## config.mk

```make
export PLATFORM = sky130hd
export DESIGN_NAME = axi_arbiter
export DESIGN_NICKNAME = d
export VERILOG_FILES = /design/src/design/bus_pkg.sv /design/src/design/axi_arbiter.sv
export VERILOG_INCLUDE_DIRS = /design/src /design/src/design
export SDC_FILE = /design/constraint.sdc
export NUM_CORES = 1
export LEC_CHECK = 0
export BUFFER_PORTS_ARGS = -buffer_cell sky130_fd_sc_hd__buf_2
export CORE_AREA = 2 2 136 138
export CTS_BUF_LIST = sky130_fd_sc_hd__clkbuf_8 sky130_fd_sc_hd__clkbuf_16
export DETAILED_ROUTE_END_ITERATION = 8
export DIE_AREA = 0 0 138 140
export GPL_ROUTABILITY_DRIVEN = 0
export GPL_TIMING_DRIVEN = 0
export SLEW_MARGIN = 5
export SYNTH_ARGS = -nofsm -noshare
export SYNTH_HDL_FRONTEND = slang
export SYNTH_SLANG_ARGS = --single-unit
```

## constraint.sdc

```tcl
create_clock -name clock -period 1.8 [get_ports clock]
set_input_delay 0.27 -clock clock [delete_from_list [all_inputs] [get_ports clock]]
set_output_delay 0.27 -clock clock [all_outputs]
set_load 0.02 [all_outputs]
```

## src/design/bus_consts.svh

```systemverilog
// bus widths, memory depth, response FIFO depth and slave read latency
`ifndef BUS_CONSTS_SVH
`define BUS_CONSTS_SVH

// address and data path
`define BUS_ADDR_W 32
`define BUS_DATA_W 32

// word memory of the slave, upper address bits ignored so addresses wrap
`define MEM_WORDS 256

// entries in each response FIFO
`define RESP_FIFO_DEPTH 4

// cycles from ar acceptance to first r beat, must be at least 2
`define MEM_RD_LATENCY 2

`endif

```

## src/design/bus_pkg.sv

```systemverilog
// packed struct types for core requests, AXI channels and response beats
`include "bus_consts.svh"

package bus_pkg;

	// fetch side request, held stable while inst_sel_i is high
	typedef struct packed {
		logic [`BUS_ADDR_W-1:0] addr;
		logic [7:0] len; // beats minus one
		logic [2:0] size;
	} inst_req_t;

	// load/store request
	typedef struct packed {
		logic [`BUS_ADDR_W-1:0] addr;
		logic write;
		logic [2:0] size;
		logic [`BUS_DATA_W-1:0] wdata;
		logic [`BUS_DATA_W/8-1:0] strb;
	} data_req_t;

	typedef struct packed {
		logic [`BUS_ADDR_W-1:0] addr;
		logic [7:0] len;
		logic [2:0] size;
	} axi_ar_t;

	// writes are always single beat, so no len field
	typedef struct packed {
		logic [`BUS_ADDR_W-1:0] addr;
		logic [2:0] size;
	} axi_aw_t;

	typedef struct packed {
		logic [`BUS_DATA_W-1:0] data;
		logic [`BUS_DATA_W/8-1:0] strb;
		logic last;
	} axi_w_t;

	typedef struct packed {
		logic [`BUS_DATA_W-1:0] data;
		logic last;
	} axi_r_t;

	typedef struct packed {
		logic [`BUS_DATA_W-1:0] data;
		logic last; // final beat of the fetch burst
	} inst_beat_t;

	typedef struct packed {
		logic [`BUS_DATA_W-1:0] data;
		logic wr_done; // set for a write completion, data is zero then
	} data_resp_t;

endpackage

```

## src/design/axi_arbiter.sv

```systemverilog
// arbiter FSM granting the AXI master to the data or fetch port
module axi_arbiter (
	input logic clock,
	input logic reset,

	// core side
	input logic inst_sel_i,
	input bus_pkg::inst_req_t inst_req_i,
	input logic data_sel_i,
	input bus_pkg::data_req_t data_req_i,

	// AXI master channels
	output bus_pkg::axi_ar_t ar_o,
	output logic ar_valid_o,
	input logic ar_ready_i,
	output bus_pkg::axi_aw_t aw_o,
	output logic aw_valid_o,
	input logic aw_ready_i,
	output bus_pkg::axi_w_t w_o,
	output logic w_valid_o,
	input logic w_ready_i,
	input bus_pkg::axi_r_t r_i,
	input logic r_valid_i,
	output logic r_ready_o,
	input logic b_valid_i,
	output logic b_ready_o,

	// response FIFOs
	output logic inst_push_o,
	output bus_pkg::inst_beat_t inst_beat_o,
	output logic data_push_o,
	output bus_pkg::data_resp_t data_resp_o,
	input logic inst_full_i,
	input logic data_full_i
);

	typedef enum logic [1:0] {
		ST_IDLE,
		ST_DATA,
		ST_INST
	} arb_state_e;

	arb_state_e state_q, state_d;
	logic addr_done_q; // ar or aw already taken by the slave
	logic wdat_done_q; // w already taken
	logic busy_data, busy_inst;
	logic data_wr, data_rd;
	logic ar_fire, aw_fire, w_fire, r_fire, b_fire;

	assign busy_data = (state_q == ST_DATA);
	assign busy_inst = (state_q == ST_INST);
	assign data_wr = busy_data & data_req_i.write;
	assign data_rd = busy_data & ~data_req_i.write;

	assign ar_fire = ar_valid_o & ar_ready_i;
	assign aw_fire = aw_valid_o & aw_ready_i;
	assign w_fire = w_valid_o & w_ready_i;
	assign r_fire = r_valid_i & r_ready_o;
	assign b_fire = b_valid_i & b_ready_o;

	always_comb begin
		state_d = state_q;
		case (state_q)
			ST_IDLE: begin
				if (data_sel_i) begin // data wins a tie
					state_d = ST_DATA;
				end else if (inst_sel_i) begin
					state_d = ST_INST;
				end
			end
			ST_DATA: begin
				if (b_fire | (r_fire & r_i.last)) begin
					state_d = ST_IDLE;
				end
			end
			ST_INST: begin
				if (r_fire & r_i.last) begin
					state_d = ST_IDLE;
				end
			end
			default: state_d = ST_IDLE;
		endcase
	end

	always_ff @(posedge clock) begin
		if (reset) begin
			state_q <= ST_IDLE;
			addr_done_q <= 1'b0;
			wdat_done_q <= 1'b0;
		end else begin
			state_q <= state_d;
			if (state_q == ST_IDLE) begin
				addr_done_q <= 1'b0;
				wdat_done_q <= 1'b0;
			end else begin
				if (ar_fire | aw_fire) begin
					addr_done_q <= 1'b1;
				end
				if (w_fire) begin
					wdat_done_q <= 1'b1;
				end
			end
		end
	end

	// address phase, valids drop once their handshake is done
	assign ar_valid_o = (data_rd | busy_inst) & ~addr_done_q;
	assign aw_valid_o = data_wr & ~addr_done_q;
	assign w_valid_o = data_wr & ~wdat_done_q;

	always_comb begin
		if (busy_data) begin
			ar_o.addr = data_req_i.addr;
			ar_o.len = 8'd0; // single beat load
			ar_o.size = data_req_i.size;
		end else begin
			ar_o.addr = inst_req_i.addr;
			ar_o.len = inst_req_i.len;
			ar_o.size = inst_req_i.size;
		end
	end

	assign aw_o.addr = data_req_i.addr;
	assign aw_o.size = data_req_i.size;
	assign w_o.data = data_req_i.wdata;
	assign w_o.strb = data_req_i.strb;
	assign w_o.last = 1'b1;

	// stall r while the owner's FIFO has no room
	assign r_ready_o = (data_rd & ~data_full_i) | (busy_inst & ~inst_full_i);
	assign b_ready_o = data_wr;

	// steer beats to the owner's FIFO
	assign inst_push_o = busy_inst & r_fire;
	assign inst_beat_o.data = r_i.data;
	assign inst_beat_o.last = r_i.last;

	assign data_push_o = busy_data & (r_fire | b_fire);
	assign data_resp_o.data = data_req_i.write ? '0 : r_i.data;
	assign data_resp_o.wr_done = data_req_i.write;

endmodule

```

==> impl_metrics.tcl, run 1 <==
set metrics [dict create \
    outcome "finished, final reports clean" \
    yosysTopAreaCell "buf_4" \
    crit_family "compound AO/OA/AOI/OAI gates" \
    start_kind "flip-flop" \
    synthFlopType "dfxtp_1" \
    endpoint_kind "output port" \
    synth_cell_types 27 \
    cts_max_level 1 \
    cts_tree "yes" \
    fin_nets 775 \
    start_util_pct 10.1 \
    finalSetupViolations 0 \
    port_buffers 309 \
    timing.critical_path.buf_inv 2 \
    synth_commonest_cells "nand2_1, buf_4, nor2b_1" \
    busiest_layer "met2" \
    post-route-util_pct 21.2 \
    slowest_stage "dfxtp_2" \
    drive_above_1_share_pct 70.7 \
    syn_inst 301 \
    core_um2 17800 \
    yosys.area.top_type_share_pct 44.6 \
    ant_nets 0 \
    post_drt_wl_per_cell_um 10.7 \
    vdd_drop_max_v 0.000495 \
    critical_path_required_ns 1.53 \
    finalHoldViolCount 0 \
    drc 0 \
    antenna_found_initial 1 \
    hp-class "in2reg" \
    slowest_delay_ns 0.34 \
    swShare_pct 46.6 \
    die_area_um2 19300 \
    cts_num_sinks 4 \
    path_max_fanout 10 \
    ys_ff_latch 4 \
    path_clk_slew_ns 0.03 \
    grt_use_met3_pct 1.47 \
    fp.dieW_um 138 \
    first_pass_iters 4 \
    via_per_inst 3.26 \
    switching_power_w 0.000835 \
    globalRouteTotalUtil_pct 8.27 \
    placed_area_um2 3640 \
    totalWireLength_mm 9.05 \
    grt_overflow 0 \
    vias 2750 \
    ctsHoldBuffers 0 \
    clk_path_buf_depth 2 \
    finalClockSkew_ns 0.00119 \
    chipHeight_um 140 \
    p_int_w 0.000956 \
    cap_viol_max_count 0 \
    fillers 2017 \
    synth-edff-count 0 \
    dp.cells 839 \
    rsz0062_at_grt "yes" \
    power_density_nw_per_um2 475 \
    finalMaxSlewViolations 0 \
    grt_max_degree 11 \
    core.rowCount 49 \
    p_clk_share_pct 19.3 \
    ios 347 \
    grt_use_met1_pct 9.88 \
    combPwrFrac_pct 74.6 \
    grt_pass1_wl_mm 13.0 \
    path_cells "nand2b_1 -> buf_6 -> o32ai_4 -> a31o_1 -> buf_4" \
    hpwl_mm 8.10 \
    path_class "reg2out" \
    clk-insertion-delay-late_ns 0.22 \
    p_seq_share_pct 6.1 \
    ys_warn_count 0 \
    fin_area_um2 3770 \
    root_buffer "clkbuf_16" \
    finalSetupTns_ns 0 \
    leakagePower_nw 2.38 \
    grt_use_met2_pct 15.5 \
    cp.arrival_ns 1.46 \
    cts_buffers 3 \
    avgSynthCellArea_um2 5.99 \
    instances_no_fill 844 \
    grt_pass1_vias 2487 \
    period_share_pct 96.3 \
    fmax_mhz 577 \
    synth_most_common_cell "nand2_1" \
    yosysSeqAreaShare_pct 4.44 \
    async_flop_share_pct 0 \
    synth_area_um2 1800 \
    layout_min_cycle_time_ns 1.73 \
    drt_iter0_drc 44 \
    synth_fp_nets 460 \
    area_growth_pct 109 \
    ys_top_cells_by_area "buf_4, nand2_1, nor2b_1, dfxtp_1, and2_1" \
]
-- path summary, 6_finish.rpt --
path	endpoint	cells past startpoint	slack, ns	startpoint
min reg2reg	state_q[0]	1	0.49	state_q[1]
max	data_push_o	5	0.07	state_q[1]
max reg2reg	state_q[0]	4	0.65	state_q[1]
min	wdat_done_q	2	0.28	reset
-- sequential cells by signal (all words and copies together) (netlist names) --
register and flops:
state_q 2, wdat_done_q 1, addr_done_q 1
-- power by group through the flow --
stage | Sequential, W | Clock (W) | Combinational (W)
after floorplan | 0.000104 | 0 | 0.000818
after global placement | 0.000109 | 0 | 0.00132
after detailed placement | 0.000109 | 0 | 0.00132
after CTS | 0.000109 | 0.000352 | 0.00135
after global routing | 0.000111 | 0.000357 | 0.00145
final | 0.000109 | 0.000346 | 0.00134
-- kinds of logic (layout without fill, tap and decap cells) --
family                 count (synthesis)  in the layout  synth area share (%)
buffers and inverters                122            435                  49.0
other                                  1              2                 0.208
and+or+nand+nor                      165            165                  41.5
AOI/OAI and AO/OA                      9              9                  4.86
DFF                                    4              4                  4.44
-- area by class of cell --
class / instances / area (µm²) / share of cell area (%)
Clock buffer: 3 / 75.1 / 1.99
Antenna cell: 1 / 2.50 / 0.0664
Tap cell: 229 / 287 / 7.60
Multi-Input combinational cell: 175 / 842 / 22.3
Inverter: 3 / 11.3 / 0.299
Sequential cell: 4 / 82.6 / 2.19
Buffer: 118 / 905 / 24.0
Timing Repair Buffer: 311 / 1570 / 41.5
-- through the flow --
step	worst slack [ns]	power, W	hold WS, ns
after floorplan	0.282	0.000922	0.349
after global routing	0.000453	0.00192	0.288
final	0.0663	0.00179	0.275
after global placement	0.0509	0.00143	0.498
after detailed placement	0.0351	0.00143	0.510
after CTS	0.0187	0.00181	0.277
-- cells in the final DEF (no fill, tap or decap), drive strengths merged, types with 2 or more instances in the layout --
cell / n
and2: 8
and2b: 2
buf: 427
clkbuf: 5
dfxtp: 4
inv: 3
nand2: 109
nor2: 6
nor2b: 33
nor3: 2
-- metal layers --
layer | routed length, µm | part of all wire, % | vias to the layer above
met4 | 92 | 1.0 | 0
met5 | 0 | 0 | -
met2 | 4570 | 50 | 163
met1 | 3620 | 40 | 1143
li1 | - | - | 1438
met3 | 768 | 8.5 | 6
-- timing repair --
item                       CTS  global route
setup endpoints to repair   41            34
setup buffers                1             1
gates resized for setup     11             6
cloned                       0             0
(Power assumes the default switching activity.)
==> inputs of run 2 (changes only) <==
==> constraint.sdc (replaced) <==
create_clock -name clock -period 1.8 [get_ports clock]
set_input_delay 0.09 -clock clock [delete_from_list [all_inputs] [get_ports clock]]
set_output_delay 0.09 -clock clock [all_outputs]
set_load 0.02 [all_outputs]
==> impl_metrics.tcl, run 2 (synthesis gave the netlist of run 1 again) <==
set metrics [dict create \
    post-cts-setup-buffer-count 0 \
    ctsHoldBuffers 0 \
    finalClockSkew_ns 0.00115 \
    regMostFlops "state_q" \
    cap_viol_max_count 0 \
    power_density_nw_per_um2 473 \
    cp.arrival_ns 1.55 \
    die_area_um2 19300 \
    drive_above_1_share_pct 70.1 \
    core.rowCount 49 \
    combPwrFrac_pct 74.3 \
    ios 347 \
    antenna_found_initial 1 \
    outcome "finished, final reports clean" \
    place_ws_ns 0.230 \
    hpwl_mm 8.10 \
    period_share_pct 91.0 \
    vdd_drop_max_v 0.000492 \
    post_drt_wl_per_cell_um 10.7 \
    cts_num_sinks 4 \
    finalSetupTns_ns 0 \
    grt_overflow 0 \
    via_per_inst 3.26 \
    ant_nets 0 \
    port_buffers 309 \
    clk-insertion-delay-late_ns 0.22 \
    totalWireLength_mm 9.01 \
    ctsResizeCount 1 \
    drt_iter0_drc 51 \
    path_max_fanout 10 \
    start_kind "flip-flop" \
    drc 0 \
    grt_pass1_vias 2487 \
    root_buffer "clkbuf_16" \
    p_int_w 0.000935 \
    core_um2 17800 \
    fin_nets 774 \
    endpoint_kind "output port" \
    clk_path_buf_depth 2 \
    finalSetupViolations 0 \
    chipHeight_um 140 \
    globalRouteTotalUtil_pct 8.25 \
    cts_buffers 3 \
    switching_power_w 0.000828 \
    finalHoldViolCount 0 \
    largest_reg_flops 2 \
    grt_max_degree 11 \
    fmax_mhz 611 \
    path_clk_slew_ns 0.03 \
    area_growth_pct 107 \
    leakagePower_nw 2.36 \
    vias 2750 \
    hp-class "in2reg" \
    swShare_pct 47.0 \
    worst_slack_ns 0.163 \
    grt_pass1_wl_mm 13.0 \
    start_util_pct 10.1 \
    largestRegisters "state_q x2, addr_done_q x1, wdat_done_q x1" \
    first_pass_iters 4 \
    mostFrequentLayoutCells "buf_2, nand2_1, buf_4" \
    path_class "reg2out" \
    final_common_cell "buf_2" \
    instances_no_fill 843 \
    cts_tree "yes" \
    dp.cells 839 \
    p_clk_share_pct 19.6 \
    fp.dieW_um 138 \
    rsz0062_at_grt "no" \
    finalMaxSlewViolations 0 \
    cts_max_level 1 \
    critical_path_required_ns 1.71 \
    p_seq_share_pct 6.1 \
    layout_min_cycle_time_ns 1.64 \
    post-route-util_pct 21.0 \
]
-- run 2: worst paths after layout --
| path | startpoint | to | slack, ns | cells after the start |
|---|---|---|---|---|
| max | state_q[1] | ar_o[13] | 0.16 | 6 |
| min | reset | wdat_done_q | 0.1 | 2 |
| max reg2reg | state_q[1] | state_q[0] | 0.61 | 4 |
| min reg2reg | state_q[1] | state_q[0] | 0.55 | 1 |
-- run 2: area by class of cell --
| cell class | instances | area, µm² |
|---|---|---|
| Inverter | 3 | 11.3 |
| Tap cell | 229 | 287 |
| Clock buffer | 3 | 75.1 |
| Antenna cell | 1 | 2.50 |
| Fill cell | 2013 | 14100 |
| Buffer | 119 | 886 |
| Multi-Input combinational cell | 175 | 840 |
| Sequential cell | 4 | 81.3 |
| Timing Repair Buffer | 309 | 1550 |
-- run 2: per-stage QoR --
stage          hold slack, ns  power [W]  area (µm²)
5_1_grt                 0.108    0.00189        3730
2_1_floorplan           0.169   0.000922        1800
6_report               0.0983    0.00176        3730
3_5_place_dp            0.330    0.00143        3640
4_1_cts                0.0968    0.00179        3710
3_3_place_gp            0.318    0.00143        3640
-- run 2: worst max-delay path, stage by stage, from the launching register on --
cell and delay [ns]:
dfxtp_1 0.42, nand2b_1 0.15, buf_6 0.16, buf_2 0.25, nand2_1 0.08, nand2_1 0.09
buf_2 0.17
-- run 2: power groups by stage --
stage | Clock, W | Combinational, W | Sequential [W]
2_1_floorplan | 0 | 0.000818 | 0.000104
3_3_place_gp | 0 | 0.00132 | 0.000109
3_5_place_dp | 0 | 0.00132 | 0.000109
4_1_cts | 0.000352 | 0.00133 | 0.000108
5_1_grt | 0.000357 | 0.00142 | 0.000110
6_report | 0.000346 | 0.00131 | 0.000108
-- run 2: routing by layer --
layer	part of all wire, %	track usage (%)
met5	0	0
met4	1.0	1.77
met3	8.8	1.47
met2	50	15.5
met1	40	9.82
==> inputs of run 3 (changes only) <==
- CORE_AREA: 2 2 136 138 -> 2 2 135 137
- DIE_AREA: 0 0 138 140 -> 0 0 137 139
- SLEW_MARGIN: 5 -> 40
- clock period: 1.8 -> 1.38 ns (I/O delays scaled with it)
==> impl_metrics.tcl, run 3 (synthesis gave the netlist of run 1 again) <==
set metrics [dict create \
    clk_path_buf_depth 2 \
    globalRouteTotalUtil_pct 8.95 \
    start_util_pct 10.2 \
    violations "negative setup slack" \
    antenna_found_initial 2 \
    final_common_cell "buf_2" \
    die_area_um2 19000 \
    path_class "reg2out" \
    p_seq_share_pct 4.9 \
    path_max_fanout 6 \
    port_buffers 309 \
    p_int_w 0.00160 \
    core_um2 17700 \
    power_density_nw_per_um2 630 \
    slowest_stage "dfxtp_4" \
    finalMaxSlewViolations 0 \
    mostFrequentLayoutCells "buf_2, buf_4, nand2_1" \
    ios 347 \
    ctsHoldBuffers 0 \
    drt_iter0_drc 44 \
    ant_nets 0 \
    start_kind "flip-flop" \
    path_clk_slew_ns 0.03 \
    cp.arrival_ns 1.42 \
    hp-class "in2reg" \
    fillers 1907 \
    combPwrFrac_pct 79.5 \
    finalSetupTns_ns -2.15 \
    swShare_pct 44.1 \
    cts_max_level 1 \
    first_pass_iters 4 \
    vdd_drop_max_v 0.000341 \
    finalSetupViolations 38 \
    finalHoldViolCount 0 \
    leakagePower_nw 2.71 \
    switching_power_w 0.00126 \
    via_per_inst 3.42 \
    rsz0062_at_grt "yes" \
    clk-insertion-delay-late_ns 0.22 \
    grt_pass1_wl_mm 13.4 \
    outcome "complete, but fails checks" \
    slowest_delay_ns 0.35 \
    root_buffer "clkbuf_16" \
    totalPowerFinal_w 0.00285 \
    period_share_pct 108 \
    fin_nets 788 \
    layout_min_cycle_time_ns 1.49 \
    finalClockSkew_ns 0.00202 \
    hpwl_mm 7.83 \
    cts_tree "yes" \
    largest_reg_flops 2 \
    drc 0 \
    fmax_mhz 672 \
    p_clk_share_pct 15.6 \
    path_cells "buf_6 -> nor2b_4 -> buf_12 -> buf_8 -> nand2_2 -> nand2_2 -> buf_6" \
    grt_pass1_vias 2732 \
    core.rowCount 49 \
    critical_path_required_ns 1.31 \
    grt_overflow 0 \
    totalWireLength_mm 10.1 \
    cts_num_sinks 4 \
    worst_slack_ns -0.109 \
    fp.dieW_um 137 \
    drive_above_1_share_pct 79.9 \
    chipHeight_um 139 \
    place_ws_ns -0.146 \
    area_growth_pct 151 \
    crit_family "buffers and inverters" \
    endpoint_kind "output port" \
    post_drt_wl_per_cell_um 11.7 \
    cts_buffers 3 \
    grt_max_degree 11 \
    timing.critical_path.buf_inv 4 \
    vias 2936 \
    regMostFlops "state_q" \
    cap_viol_max_count 0 \
    largestRegisters "state_q x2, addr_done_q x1, wdat_done_q x1" \
]
==> run 3: changes by cell type in the layout (fill, tap and decap cells not counted), moves of 3 or more <==
cell and delta:
and2_4 +5, and2_1 -5, clkbuf_4 -3, buf_6 +50
nand2_4 +23, buf_8 +4, buf_4 +10, nand2_2 +21
buf_2 -51, nand2_1 -44
==> run 3: power by group through the flow <==
stage / logic [W] / clock network, W / registers [W]
floorplan: 0.00107 / 0 / 0.000136
global placement: 0.00172 / 0 / 0.000139
detailed placement: 0.00172 / 0 / 0.000139
CTS: 0.00215 / 0.000451 / 0.000139
global route: 0.00242 / 0.000462 / 0.000143
finish: 0.00227 / 0.000444 / 0.000140
==> run 3: final timing paths <==
path,from,end,slack (ns),cells after the start
worst max-delay path,state_q[1],ar_o[35],-0.11,7
worst min-delay path,reset,wdat_done_q,0.09,2
worst max register to register,state_q[0],state_q[0],0.26,4
worst min register to register,wdat_done_q,wdat_done_q,0.57,2
==> run 3: cell type report <==
cell class | count | area [µm²] | share of cell area (%)
Antenna cell | 2 | 5.00 | 0.111
Buffer | 117 | 918 | 20.3
Clock buffer | 3 | 75.1 | 1.66
Inverter | 3 | 11.3 | 0.249
Multi-Input combinational cell | 175 | 1120 | 24.7
Sequential cell | 4 | 87.6 | 1.93
Tap cell | 229 | 287 | 6.33
Timing Repair Buffer | 325 | 2030 | 44.8
==> run 3: metal layers <==
layer	vias up	track usage, %	share of wire, %
met1	1274	8.97	35
met2	190	18.7	54
li1	1470	-	-
met3	2	1.83	10
met4	0	1.03	0.19
met5	-	0	0
==> run 3: per-stage QoR <==
step	hold slack, ns	instances	util [%]	instance area (µm²)
finish	0.0859	858	25.6	4530
floorplan	0.148	301	-	1800
global route	0.0977	857	25.6	4520
detailed placement	0.306	839	20.6	3640
CTS	0.0774	857	24.3	4290
global placement	0.303	839	20.6	3640
==> run 3: what timing repair did <==
action	4_1_cts	5_1_grt
setup buffers	11	2
gates resized for setup	148	67
pin swaps	12	38
gates cloned	5	1
setup endpoints to repair	47	50
