--- src/design/bus_consts.svh ---
// bus widths, memory depth, response FIFO depth and slave read latency
`ifndef BUS_CONSTS_SVH
`define BUS_CONSTS_SVH

// address and data path
`define BUS_ADDR_W 32
`define BUS_DATA_W 32

// word memory of the slave, upper address bits ignored so addresses wrap
`define MEM_WORDS 256

// entries in each response FIFO
`define RESP_FIFO_DEPTH 4

// cycles from ar acceptance to first r beat, must be at least 2
`define MEM_RD_LATENCY 2

`endif

--- src/design/resp_fifo.sv ---
// synchronous FIFO with a type parameter for the buffered payload
`include "bus_consts.svh"

module resp_fifo #(
	parameter type payload_t = logic
) (
	input logic clock,
	input logic reset,
	input logic push_i,
	input payload_t push_data_i,
	output logic full_o,
	input logic pop_i,
	output logic valid_o,
	output payload_t head_o
);

	localparam int DEPTH = `RESP_FIFO_DEPTH;
	localparam int PTR_W = (DEPTH > 1) ? $clog2(DEPTH) : 1;

	payload_t buf_q [DEPTH];
	logic [PTR_W-1:0] wr_ptr_q, rd_ptr_q;
	logic [PTR_W:0] count_q;
	logic do_push, do_pop;

	assign full_o = (count_q == (PTR_W+1)'(DEPTH));
	assign valid_o = (count_q != '0);
	assign head_o = buf_q[rd_ptr_q];

	assign do_push = push_i & ~full_o;
	assign do_pop = pop_i & valid_o;

	always_ff @(posedge clock) begin
		if (reset) begin
			wr_ptr_q <= '0;
			rd_ptr_q <= '0;
			count_q <= '0;
		end else begin
			if (do_push) begin
				wr_ptr_q <= (wr_ptr_q == PTR_W'(DEPTH - 1)) ? '0 : wr_ptr_q + 1'b1;
			end
			if (do_pop) begin
				rd_ptr_q <= (rd_ptr_q == PTR_W'(DEPTH - 1)) ? '0 : rd_ptr_q + 1'b1;
			end
			// simultaneous push and pop leaves the count alone
			if (do_push & ~do_pop) begin
				count_q <= count_q + 1'b1;
			end else if (do_pop & ~do_push) begin
				count_q <= count_q - 1'b1;
			end
		end
	end

	// storage
	always_ff @(posedge clock) begin
		if (do_push) begin
			buf_q[wr_ptr_q] <= push_data_i;
		end
	end

endmodule

--- config.mk ---
export PLATFORM = sky130hd
export DESIGN_NAME = resp_fifo
export DESIGN_NICKNAME = d
export VERILOG_FILES = /design/src/design/resp_fifo.sv
export VERILOG_INCLUDE_DIRS = /design/src /design/src/design
export SDC_FILE = /design/constraint.sdc
export NUM_CORES = 1
export LEC_CHECK = 0
export ABC_AREA = 0
export BUFFER_PORTS_ARGS = -buffer_cell sky130_fd_sc_hd__buf_2
export CAP_MARGIN = 20
export CORE_AREA = 2 2 39 41
export DETAILED_ROUTE_END_ITERATION = 8
export DIE_AREA = 0 0 41 43
export GPL_TIMING_DRIVEN = 0
export PLACE_DENSITY_LB_ADDON = 0.05
export REMOVE_ABC_BUFFERS = 1
export SLEW_MARGIN = 20
export SYNTH_ARGS = -nofsm -noshare
export SYNTH_HDL_FRONTEND = slang
export SYNTH_SLANG_ARGS = --single-unit
--- constraint.sdc ---
create_clock -name clock -period 3.1 [get_ports clock]
set_clock_uncertainty 0.2 [all_clocks]
set_input_delay 0.155 -clock clock [delete_from_list [all_inputs] [get_ports clock]]
set_output_delay 0.155 -clock clock [all_outputs]
set_load 0.005 [all_outputs]
==> summary.md, run 1 <==
| Metric | Value |
|---|---|
| Outcome | `finished, final reports clean` |
| Arr. time, crit path | `2.49 ns` |
| Routability cong. | `0.6860` |
| Clk pwr share | `19.6%` |
| Routed len/inst | `12.01 µm` |
| Crit path time final | `2.473 ns` |
| Post-Syn Area | `646.9 µm²` |
| Die Height | `43 µm` |
| GR Overflow Total | `0` |
| DPL Wire Length | `726.7 µm` |
| Comb pwr share | `34.2%` |
| Avg Cell Area, Syn | `11.76 µm²` |
| Worst path required time | `3.12 ns` |
| Antenna-violating nets left | `0` |
| Relative slew slack | `73.25%` |
| Design Area, Final | `743.2 µm²` |
| Input/output buffers | `7` |
| CP max FO | `7` |
| Adder-cell share of the synthesized area | `14.70%` |
| Synth area leader | `dfxtp_1` |
| Largest net degree at the start of global routing | `9` |
| Synth top area share | `27.85%` |
| Max VDD drop | `0.0003564 V` |
| Drt drc | `0` |
| RSZ-0062 raised after global routing | `no` |
| PostCTS Resize Cnt | `0` |
| Lkg Pwr | `0.3369 nW` |
| CP endpoint kind | `flop` |
| Die X | `41 µm` |
| Via density per instance | `5.072` |
| Fin nets | `80` |
| Setup TNS | `0 ns` |
| CTS clk-pin slew, worst paths | `0.09 ns` |
| Initial antenna violation count | `0` |
| Cells after Synth | `55` |
| Number of global-route vias before repair | `375` |
| CTS max path bufs | `2` |
| Sequential element share of the synthesized area | `46.42%` |
| Pins Over Slew Limit | `0` |
| Fraction of layout cells with a size suffix above 1 | `23.88%` |
| CTS tree | `yes` |
| Count of cell types in the netlist | `24` |
| Sw Ratio | `33.23%` |
| Combinational family with the most area after synthesis | `adder cells` |
| Final setup viols | `0` |
| Rows | `14` |
| Ports | `8` |
| EDFF count, synth | `4` |
| CTS H-tree lvls | `1` |
| Complex-gate fraction of the synthesized area | `7.737%` |
| Synth Flop Type | `dfxtp_1` |
| Number of synthesis warnings | `0` |
| Yosys reg bits | `13` |
| Routed WL | `997 µm` |
| Core area | `1384 µm²` |
| Max_cap viols | `0` |
| Largest cells by area after synthesis | `dfxtp_1 (28%), edfxtp_1 (19%), ha_1 (12%)` |
| Reg-to-Reg Start | `count_q[0]$_SDFFE_PP0P_` |
| P&R area growth vs syn | `14.89%` |
| FFs w/ async S/R, synth | `0%` |
| Clock Latency Late Sink | `0.28 ns` |
| Worst Hold Class | `in -> reg` |
| Global-route wire length before repair | `1.656 mm` |
| Tcrit/Tclk final | `79.79%` |
| Crit path from | `count_q[0]$_SDFFE_PP0P_` |
| Simple-Gate Fraction of Synth Area | `13.73%` |
| Pwr Density | `722.1 nW/µm²` |
| Clock sink count | `13` |
| DP Area | `686.9 µm²` |
| Filler Cells Inserted | `121` |
| XOR/XNOR Fraction of Synth Area | `2.708%` |
| GR Util All Layers | `15.03%` |
| CP startpoint kind | `flop` |
| Cell-internal power | `0.3583 mW` |
| Antenna fix cells | `0` |
| Die area | `1763 µm²` |
| Max Fclk | `404.3 MHz` |
| Initial Utilization | `46.75%` |
| Net Switching | `0.1783 mW` |
| Kind of critical path | `reg -> reg` |
| Post-synthesis mux area share | `6.576%` |
| Final hold vios | `0` |
| Clk root buf | `clkbuf_4` |
| Flop pwr share | `46.2%` |
| Worst slew pin tran | `0.3988 ns` |
| Router iterations before antenna repair | `4` |
| Via count | `421` |
| Hold path startpoint | `pop_i` |
| CTS Buf Count | `3` |
| DR iter-0 viols | `7` |
==> final timing paths <==
| check | slack, ns | to | cells past startpoint |
|---|---|---|---|
| max | 0.63 | count_q[2]$_SDFFE_PP0P_ | 9 |
| min | 0.05 | flop | 4 |
| max reg2reg | 0.63 | count_q[2]$_SDFFE_PP0P_ | 9 |
| min reg2reg | 0.31 | flop | 2 |
==> power by group through the flow <==
stage	Sequential [mW]	Combinational (mW)	Clock, mW
floorplan	0.244	0.139	0
global placement	0.251	0.178	0
detailed placement	0.253	0.182	0
CTS	0.249	0.186	0.110
global route	0.255	0.214	0.119
finish	0.248	0.184	0.105
==> placed cells by master, fill, tap and decap left out, drive strengths merged <==
master	n
clkinv	1
nand3	2
a21oi	3
nand2	1
buf	7
bufinv	1
or3b	1
edfxtp	4
mux2i	2
inv	3
fa	1
ha	6
clkbuf	4
and3	4
mux4	1
dfxtp	9
dlygate4sd3	3
o21ai	2
xor2	2
nor2	4
nor3	1
or3	3
o31ai	2
==> repair_timing <==
action | CTS | global route
buffers inserted | 0 | 0
hold endpoints to repair | 13 | 0
hold buffers | 3 | 0
==> cell usage after synthesis, types with 2 or more instances <==
cell and instances:
mux2i_1 2, xor2_1 2, o31ai_2 2, dfxtp_1 9, a21oi_1 3, nand3_1 2, edfxtp_1 4, nor2_1 3
and3_1 4, ha_1 6, inv_1 3, or3_1 3
==> stage by stage <==
step	worst slack (ns)	hold WS, ns	total power, mW	std cells	utilization, %
final	0.6266	0.05195	0.5366	83	53.71
after global placement	0.6489	0.1771	0.4292	76	49.64
after global routing	0.4500	0.05393	0.5874	83	53.71
after floorplan	0.8151	0.02407	0.3834	53	-
after CTS	0.6150	0.04839	0.5449	83	53.71
after detailed placement	0.6440	0.1891	0.4341	76	49.64
==> cell type report <==
type	count	area [µm²]	area share, %
clock buffer	4	26.28	3.535
multi-input combinational	35	294.0	39.56
sequential	13	300.3	40.40
timing repair buffer	10	65.06	8.754
tap	16	20.02	2.694
inverter	5	37.54	5.051
==> critical path, stage by stage (launching register included) <==
cell and delay, ns:
dfxtp_1 0.45, or3b_1 0.31, clkinv_4 0.09, nor2_2 0.13
ha_1 0.20, inv_1 0.06, fa_1 0.37, xor2_1 0.15
or3_1 0.31, a21oi_1 0.14
==> cells by family (layout without fill, tap and decap cells) <==
logic type | after synthesis | count (layout)
flip-flops | 13 | 13
AND/OR/NAND/NOR | 16 | 16
adder cells (fa/ha/maj) | 7 | 7
multiplexers | 3 | 3
buffers and inverters | 7 | 19
AO/OA/AOI/OAI | 7 | 7
XOR/XNOR | 2 | 2
==> routing by layer <==
| metal | wire length, µm | vias to the layer above | share of wire [%] | global-route usage, % |
|---|---|---|---|---|
| li1 | - | 215 | - | - |
| met1 | 450 | 198 | 45 | 18.00 |
| met2 | 519 | 8 | 52 | 21.88 |
| met3 | 27 | 0 | 2.7 | 4.712 |
| met4 | 0 | 0 | 0 | 10.00 |
| met5 | 0 | - | 0 | 0 |
(Power assumes the default switching activity.)
==> run 2, diff against run 1 <==
--- a/config.mk
+++ b/config.mk
@@ -6,12 +6,12 @@
 export SDC_FILE = /design/constraint.sdc
 export NUM_CORES = 1
 export LEC_CHECK = 0
-export ABC_AREA = 0
+export ABC_AREA = 1
 export BUFFER_PORTS_ARGS = -buffer_cell sky130_fd_sc_hd__buf_2
 export CAP_MARGIN = 20
-export CORE_AREA = 2 2 39 41
+export CORE_MARGIN = 2
+export CORE_UTILIZATION = 48
 export DETAILED_ROUTE_END_ITERATION = 8
-export DIE_AREA = 0 0 41 43
 export GPL_TIMING_DRIVEN = 0
 export PLACE_DENSITY_LB_ADDON = 0.05
 export REMOVE_ABC_BUFFERS = 1
==> constraint.sdc (replaced) <==
create_clock -name clock -period 2.1 [get_ports clock]
set_clock_uncertainty 0.2 [all_clocks]
set_input_delay 0.105 -clock clock [delete_from_list [all_inputs] [get_ports clock]]
set_output_delay 0.105 -clock clock [all_outputs]
set_load 0.005 [all_outputs]
==> run 2 against run 1 <==
Compared with the run above: fmax rose by 27%; worst setup slack got worse by 0.48 ns; final cell count increased by 34%; clock power is 50% higher; non-clock buffer count increased by 1; global-route usage grew 0.39 points; core utilization rose by 7.3 points; critical path depth unchanged; sequential cell count unchanged; sequential share of layout area is 2.2 points lower; wire length increased by 7.6%; critical endpoint is now count_q[1]$_SDFFE_PP0P_; largest power group unchanged; highest routed layer is now met4.
==> summary.md, run 2 <==
| Metric | Value |
|---|---|
| CTS Buf Count | `3 (unchanged)` |
| Routed WL | `1.073 mm (+7.6%)` |
| CP startpoint kind | `flop` |
| Lkg Pwr | `0.3902 nW (+16%)` |
| Crit-path most repeated cell | `nand2_2` |
| Yosys reg bits | `13 (unchanged)` |
| Net Switching | `0.3520 mW (+97%)` |
| Max_cap viols | `0 (unchanged)` |
| Largest net degree at the start of global routing | `8 (-1)` |
| Cell-internal power | `0.5654 mW (+58%)` |
| Via count | `513 (+22%)` |
| CTS tree | `yes` |
| Final setup viols | `0 (unchanged)` |
| Outcome | `finished, final reports clean` |
| CTS max path bufs | `2 (unchanged)` |
| Max Fclk | `511.7 MHz (+27%)` |
| Count of cell types in the netlist | `17 (-29%)` |
| Avg Cell Area, Syn | `8.280 µm² (-30%)` |
| RSZ-0062 raised after global routing | `no` |
| Synth top area share | `26.87% (-0.99 points)` |
| Pins Over Slew Limit | `0 (unchanged)` |
| GR Overflow Total | `0 (unchanged)` |
| Top-count cell post-synth | `nor2_1` |
| Antenna fix cells | `0 (unchanged)` |
| CP max FO | `6 (-1)` |
| Synth Flop Type | `dfxtp_1` |
| Initial Utilization | `51.54% (+4.8 points)` |
| Clock sink count | `13 (unchanged)` |
| Via density per instance | `4.622 (-8.9%)` |
| Drt drc | `0 (unchanged)` |
| Placed Cells | `103 (+36%)` |
| Worst Hold Class | `in -> reg` |
| Flop pwr share | `42.6% (-3.6 points)` |
| Arr. time, crit path | `1.93 ns (-0.56 ns)` |
| Global-route wire length before repair | `1.545 mm (-6.7%)` |
| Post-Syn Area | `670.6 µm² (+3.7%)` |
| Rows | `13 (-1)` |
| Setup TNS | `0 ns (unchanged)` |
| Total Power | `0.9174 mW (+71%)` |
| Fin nets | `109 (+36%)` |
| EDFF count, synth | `4 (unchanged)` |
| DPL Wire Length | `803.5 µm (+11%)` |
| Clk root buf | `clkbuf_4` |
| M1 wire length | `494 µm (+9.8%)` |
| CTS H-tree lvls | `1 (unchanged)` |
| Met3 wire length | `35 µm (+30%)` |
| DR iter-0 viols | `7 (unchanged)` |
| Worst slew pin tran | `0.1823 ns (-0.2165 ns)` |
| Cells after Synth | `81 (+47%)` |
| Sequential element share of the synthesized area | `44.78% (-1.6 points)` |
| FFs w/ async S/R, synth | `0% (unchanged)` |
| Final hold vios | `0 (unchanged)` |
| Antenna-violating nets left | `0 (unchanged)` |
| Finished Layout Cells | `111 (+34%)` |
| Most frequent cells after synthesis | `nor2_1 (16), inv_1 (14), nand2_1 (10)` |
| Synth area leader | `dfxtp_1` |
| GR Util All Layers | `15.42% (+0.39 points)` |
| Most frequent cells in the layout | `nor2_1 (16), inv_1 (14), nand2_1 (10)` |
| CP endpoint kind | `flop` |
| Max layer used | `met4` |
| Max VDD drop | `0.0005541 V (+55%)` |
| Crit path time final | `1.954 ns (-0.5189 ns)` |
| Crit path largest cell delay | `0.41 ns (-0.04 ns)` |
| Slowest-stage cell, CP | `fa_1` |
| Die X | `41.38 µm (+0.93%)` |
| Initial antenna violation count | `0 (unchanged)` |
| Clk pwr share | `17.1% (-2.5 points)` |
| Sw Ratio | `38.37% (+5.1 points)` |
| CTS clk-pin slew, worst paths | `0.08 ns (about the same)` |
| Met2 WL post-DR | `529 µm (+1.9%)` |
| Routability cong. | `0.6651 (-3.0%)` |
| Kind of critical path | `reg -> reg` |
| Worst path required time | `2.07 ns (-1.05 ns)` |
| Tcrit/Tclk final | `93.07% (+13 points)` |
| Fraction of layout cells with a size suffix above 1 | `20.83% (-3.0 points)` |
| Input/output buffers | `7 (unchanged)` |
| P&R area growth vs syn | `18.28%` |
| Ports | `8 (unchanged)` |
| Commonest non-fill, non-tap cell in the layout | `nor2_1` |
| Clock Latency Late Sink | `0.28 ns (about the same)` |
| Router iterations before antenna repair | `4 (unchanged)` |
| Core area | `1301 µm² (-6.0%)` |
| Die Height | `41.38 µm (-3.8%)` |
| Comb pwr share | `40.3% (+6.1 points)` |
| Number of synthesis warnings | `0 (unchanged)` |
| Routed len/inst | `9.667 µm (-20%)` |
| Number of global-route vias before repair | `389 (+3.7%)` |
| Largest cells by area after synthesis | `dfxtp_1 (27%), edfxtp_1 (18%), ha_1 (11%)` |
| Die area | `1712 µm² (-2.9%)` |
| Relative slew slack | `87.83% (+15 points)` |
| Worst-path cell chain | `nor2_4 -> nand2_2 -> nand2_2 -> inv_2 -> ha_1 -> inv_1 -> fa_1 -> o21ai_1 -> nor2_1` |
| Pwr Density | `1156 nW/µm² (+60%)` |
==> run 2: stage by stage <==
step / area (µm²) / setup WS, ns / utilization [%] / hold slack [ns]
5_1_grt: 793.3 / 0.03081 / 60.96 / 0.3045
3_5_place_dp: 724.4 / 0.09954 / 55.67 / 0.07777
3_3_place_gp: 724.4 / 0.1364 / 55.67 / 0.07524
6_report: 793.3 / 0.1455 / 60.96 / 0.3171
4_1_cts: 790.8 / 0.07578 / 60.77 / 0.3131
2_1_floorplan: 670.6 / 0.2554 / - / -0.02262
==> run 2: cell type report <==
cell class,count,area [µm²]
Clock buffer,4,26.28
Fill cell,135,508.0
Inverter,16,60.06
Multi-Input combinational cell,52,310.3
Sequential cell,13,302.8
Tap cell,15,18.77
Timing Repair Buffer,11,75.07
==> run 2: kinds of logic after synthesis <==
| group | synth area share (%) |
|---|---|
| AND/OR/NAND/NOR | 25.56 |
| buffers and inverters | 8.956 |
| flip-flops | 44.78 |
| AO/OA/AOI/OAI | 5.223 |
| adder cells (fa/ha/maj) | 14.18 |
| XOR/XNOR | 1.306 |
==> run 2: final timing paths <==
path	cells after the start	from	slack (ns)	end
setup reg to reg	9	count_q[1]$_SDFFE_PP0P_	0.15	count_q[1]$_SDFFE_PP0P_
setup / recovery	9	count_q[1]$_SDFFE_PP0P_	0.15	count_q[1]$_SDFFE_PP0P_
hold reg to reg	2	rd_ptr_q[1]$_SDFFE_PP0P_	0.35	rd_ptr_q[1]$_SDFFE_PP0P_
hold / removal	3	reset	0.32	count_q[0]$_SDFFE_PP0P_
==> run 2: power groups by stage <==
stage,registers (mW),clock network (mW),logic (mW)
floorplan,0.381,0,0.278
global placement,0.392,0,0.348
detailed placement,0.394,0,0.360
CTS,0.388,0.159,0.370
global route,0.401,0.173,0.429
finish,0.391,0.157,0.370
==> run 2: routing by layer <==
layer	vias up	GRT usage (%)
li1	278	-
met5	-	0
met3	2	7.979
met4	0	12.10
met1	226	15.18
met2	7	24.22
==> run 2: critical path: cells and delay by family (launching register included) <==
| kind | cells | cell delay [ns] |
|---|---|---|
| flip-flops | 1 | 0.35 |
| buffers and inverters | 2 | 0.13 |
| AO/OA/AOI/OAI | 1 | 0.14 |
| adder cells (fa/ha/maj) | 2 | 0.61 |
| AND/OR/NAND/NOR | 4 | 0.41 |
==> run 2: what timing repair did <==
item                                    in CTS  in global routing
setup buffers                                0                  0
hold buffers                                 4                  0
gates resized for setup                      0                  3
endpoints found under the setup margin       0                  2
hold endpoints to repair                    13                  0
==> run 3, diff against run 2 <==
--- a/config.mk
+++ b/config.mk
@@ -10,7 +10,7 @@
 export BUFFER_PORTS_ARGS = -buffer_cell sky130_fd_sc_hd__buf_2
 export CAP_MARGIN = 20
 export CORE_MARGIN = 2
-export CORE_UTILIZATION = 48
+export CORE_UTILIZATION = 50
 export DETAILED_ROUTE_END_ITERATION = 8
 export GPL_TIMING_DRIVEN = 0
 export PLACE_DENSITY_LB_ADDON = 0.05
==> constraint.sdc (replaced) <==
create_clock -name clock -period 1.9 [get_ports clock]
set_clock_uncertainty 0.2 [all_clocks]
set_input_delay 0.095 -clock clock [delete_from_list [all_inputs] [get_ports clock]]
set_output_delay 0.095 -clock clock [all_outputs]
set_load 0.005 [all_outputs]
==> run 3 against run 2 <==
Compared with the run above: sequential power is 10% higher; fmax is 6.9% higher; first-iteration DRC count is 43% higher; hold slack worse by 0.015 ns; worst setup slack worse by 0.075 ns; clock power is 10% higher; final cell count is 7.2% higher; register-to-register slack worse by 0.07 ns; total power is 28% higher; critical path type unchanged.
==> summary.md, run 3 (synthesis results as in run 2) <==
| Metric | Value |
|---|---|
| Input/output buffers | `7 (unchanged)` |
| Initial Utilization | `52.86% (+1.3 points)` |
| Hold path depth | `3 (unchanged)` |
| Ports | `8 (unchanged)` |
| Design Area, Final | `894.6 µm² (+13%)` |
| Antenna-violating nets left | `0 (unchanged)` |
| DR iter-0 viols | `10 (+3)` |
| Drt drc | `0 (unchanged)` |
| Crit path largest cell delay | `0.44 ns (+0.03 ns)` |
| Global-route wire length before repair | `1.697 mm (+9.8%)` |
| Die Height | `40.63 µm (-1.8%)` |
| Antenna fix cells | `0 (unchanged)` |
| Clock sink count | `13 (unchanged)` |
| Commonest non-fill, non-tap cell in the layout | `nor2_1` |
| CP startpoint kind | `flop` |
| Kind of critical path | `reg -> reg` |
| Clock Latency Late Sink | `0.28 ns (about the same)` |
| Final setup viols | `0 (unchanged)` |
| Worst slew pin tran | `0.2150 ns (+0.03265 ns)` |
| GR Overflow Total | `0 (unchanged)` |
| Number of global-route vias before repair | `427 (+9.8%)` |
| Placed Cells | `103 (unchanged)` |
| Final hold vios | `0 (unchanged)` |
| DP Area | `724.4 µm² (unchanged)` |
| Worst-path cell chain | `nor2_4 -> nand2_4 -> nand2_4 -> inv_2 -> ha_4 -> inv_2 -> fa_2 -> o21ai_2 -> nor2_1` |
| Via density per instance | `4.748 (+2.7%)` |
| Relative slew slack | `85.65% (-2.2 points)` |
| CTS tree | `yes` |
| Max VDD drop | `0.0008203 V (+48%)` |
| P&R area growth vs syn | `33.40%` |
| Worst Hold Class | `in -> reg` |
| Routed len/inst | `9.496 µm (-1.8%)` |
| Lkg Pwr | `0.4403 nW (+13%)` |
| Slowest-stage cell, CP | `fa_2` |
| Max Fclk | `546.7 MHz (+6.9%)` |
| CTS max path bufs | `2 (unchanged)` |
| CP endpoint kind | `flop` |
| Routed WL | `1.130 mm (+5.3%)` |
| Clk root buf | `clkbuf_4` |
| Routability cong. | `0.7029 (+5.7%)` |
| Router iterations before antenna repair | `4 (unchanged)` |
| Initial antenna violation count | `0 (unchanged)` |
| Via count | `565 (+10%)` |
| Rows | `13 (unchanged)` |
| CTS clk-pin slew, worst paths | `0.08 ns (about the same)` |
| Max_cap viols | `0 (unchanged)` |
| Register-to-Register Path Depth | `9 (unchanged)` |
| RSZ-0062 raised after global routing | `yes` |
| Worst path required time | `1.88 ns (-0.19 ns)` |
| Outcome | `finished, final reports clean` |
| Most frequent cells in the layout | `nor2_1 (16), inv_1 (12), nand2_1 (9)` |
| CTS Buf Count | `3 (unchanged)` |
| Pins Over Slew Limit | `0 (unchanged)` |
| Tcrit/Tclk final | `96.27% (+3.2 points)` |
| Arr. time, crit path | `1.81 ns (-0.12 ns)` |
| Crit path time final | `1.829 ns (-0.1253 ns)` |
| Finished Layout Cells | `119 (+7.2%)` |
| Die X | `40.63 µm (-1.8%)` |
| Pwr Density | `1316 nW/µm² (+14%)` |
| GR Util All Layers | `16.09% (+0.67 points)` |
| DPL Wire Length | `785.7 µm (-2.2%)` |
| Core area | `1269 µm² (-2.5%)` |
| CP max FO | `5 (-1)` |
| Reg2Reg Setup Slack | `0.07 ns (-0.07 ns)` |
| Largest net degree at the start of global routing | `8 (unchanged)` |
| Fraction of layout cells with a size suffix above 1 | `32.69% (+12 points)` |
| CTS H-tree lvls | `1 (unchanged)` |
| Fin nets | `117 (+7.3%)` |
| Die area | `1650 µm² (-3.6%)` |
==> run 3: critical path, delay by kind of cell, from the launching register on <==
family	cells	cell delay, ns
flops	1	0.37
compound gates	1	0.12
simple gates	4	0.35
fa+ha+maj	2	0.59
buf+inv	2	0.10
==> run 3: power by group <==
part | switching [mW] | internal [mW]
combinational | 0.289 | 0.285
sequential | 0.0597 | 0.371
clock | 0.0913 | 0.0815
total | 0.440 | 0.737
==> run 3: path summary, 6_finish.rpt <==
| path | start | end |
|---|---|---|
| setup / recovery | count_q[1]$_SDFFE_PP0P_ | count_q[1]$_SDFFE_PP0P_ |
| setup reg to reg | count_q[1]$_SDFFE_PP0P_ | count_q[1]$_SDFFE_PP0P_ |
| hold / removal | reset | count_q[0]$_SDFFE_PP0P_ |
| hold reg to reg | rd_ptr_q[1]$_SDFFE_PP0P_ | rd_ptr_q[1]$_SDFFE_PP0P_ |
==> run 3: area by class of cell <==
type	instances	area (µm²)
Fill cell	104	374.1
Multi-Input combinational cell	52	346.6
Sequential cell	13	307.8
Timing Repair Buffer	19	135.1
Inverter	16	60.06
Clock buffer	4	26.28
Tap cell	15	18.77
==> run 3: routing by layer <==
metal  part of all wire, %  track usage, %
met4                   2.5           10.00
met1                    42           18.97
met2                    50           26.59
met5                     0               0
met3                   4.9           3.261
==> run 3: repair_timing <==
action / in CTS / in global routing
hold buffers: 4 / 0
setup endpoints to repair: 2 / 2
pin swaps: 2 / 1
buffers inserted: 2 / 6
endpoints found under the hold margin: 13 / 0
resized for setup: 9 / 6
==> run 3: stage by stage <==
| stage | setup slack (ns) | utilization, % | power [mW] | setup TNS, ns | hold slack (ns) |
|---|---|---|---|---|---|
| 2_1_floorplan | 0.05536 | - | 0.7280 | 0 | -0.03262 |
| 3_3_place_gp | -0.06559 | 57.10 | 0.8157 | -0.1301 | 0.06538 |
| 3_5_place_dp | -0.1235 | 57.10 | 0.8333 | -0.2378 | 0.06975 |
| 4_1_cts | 0.01097 | 65.38 | 1.091 | 0 | 0.2944 |
| 5_1_grt | -0.01849 | 70.51 | 1.270 | -0.01849 | 0.2999 |
| 6_report | 0.07085 | 70.51 | 1.177 | 0 | 0.3023 |
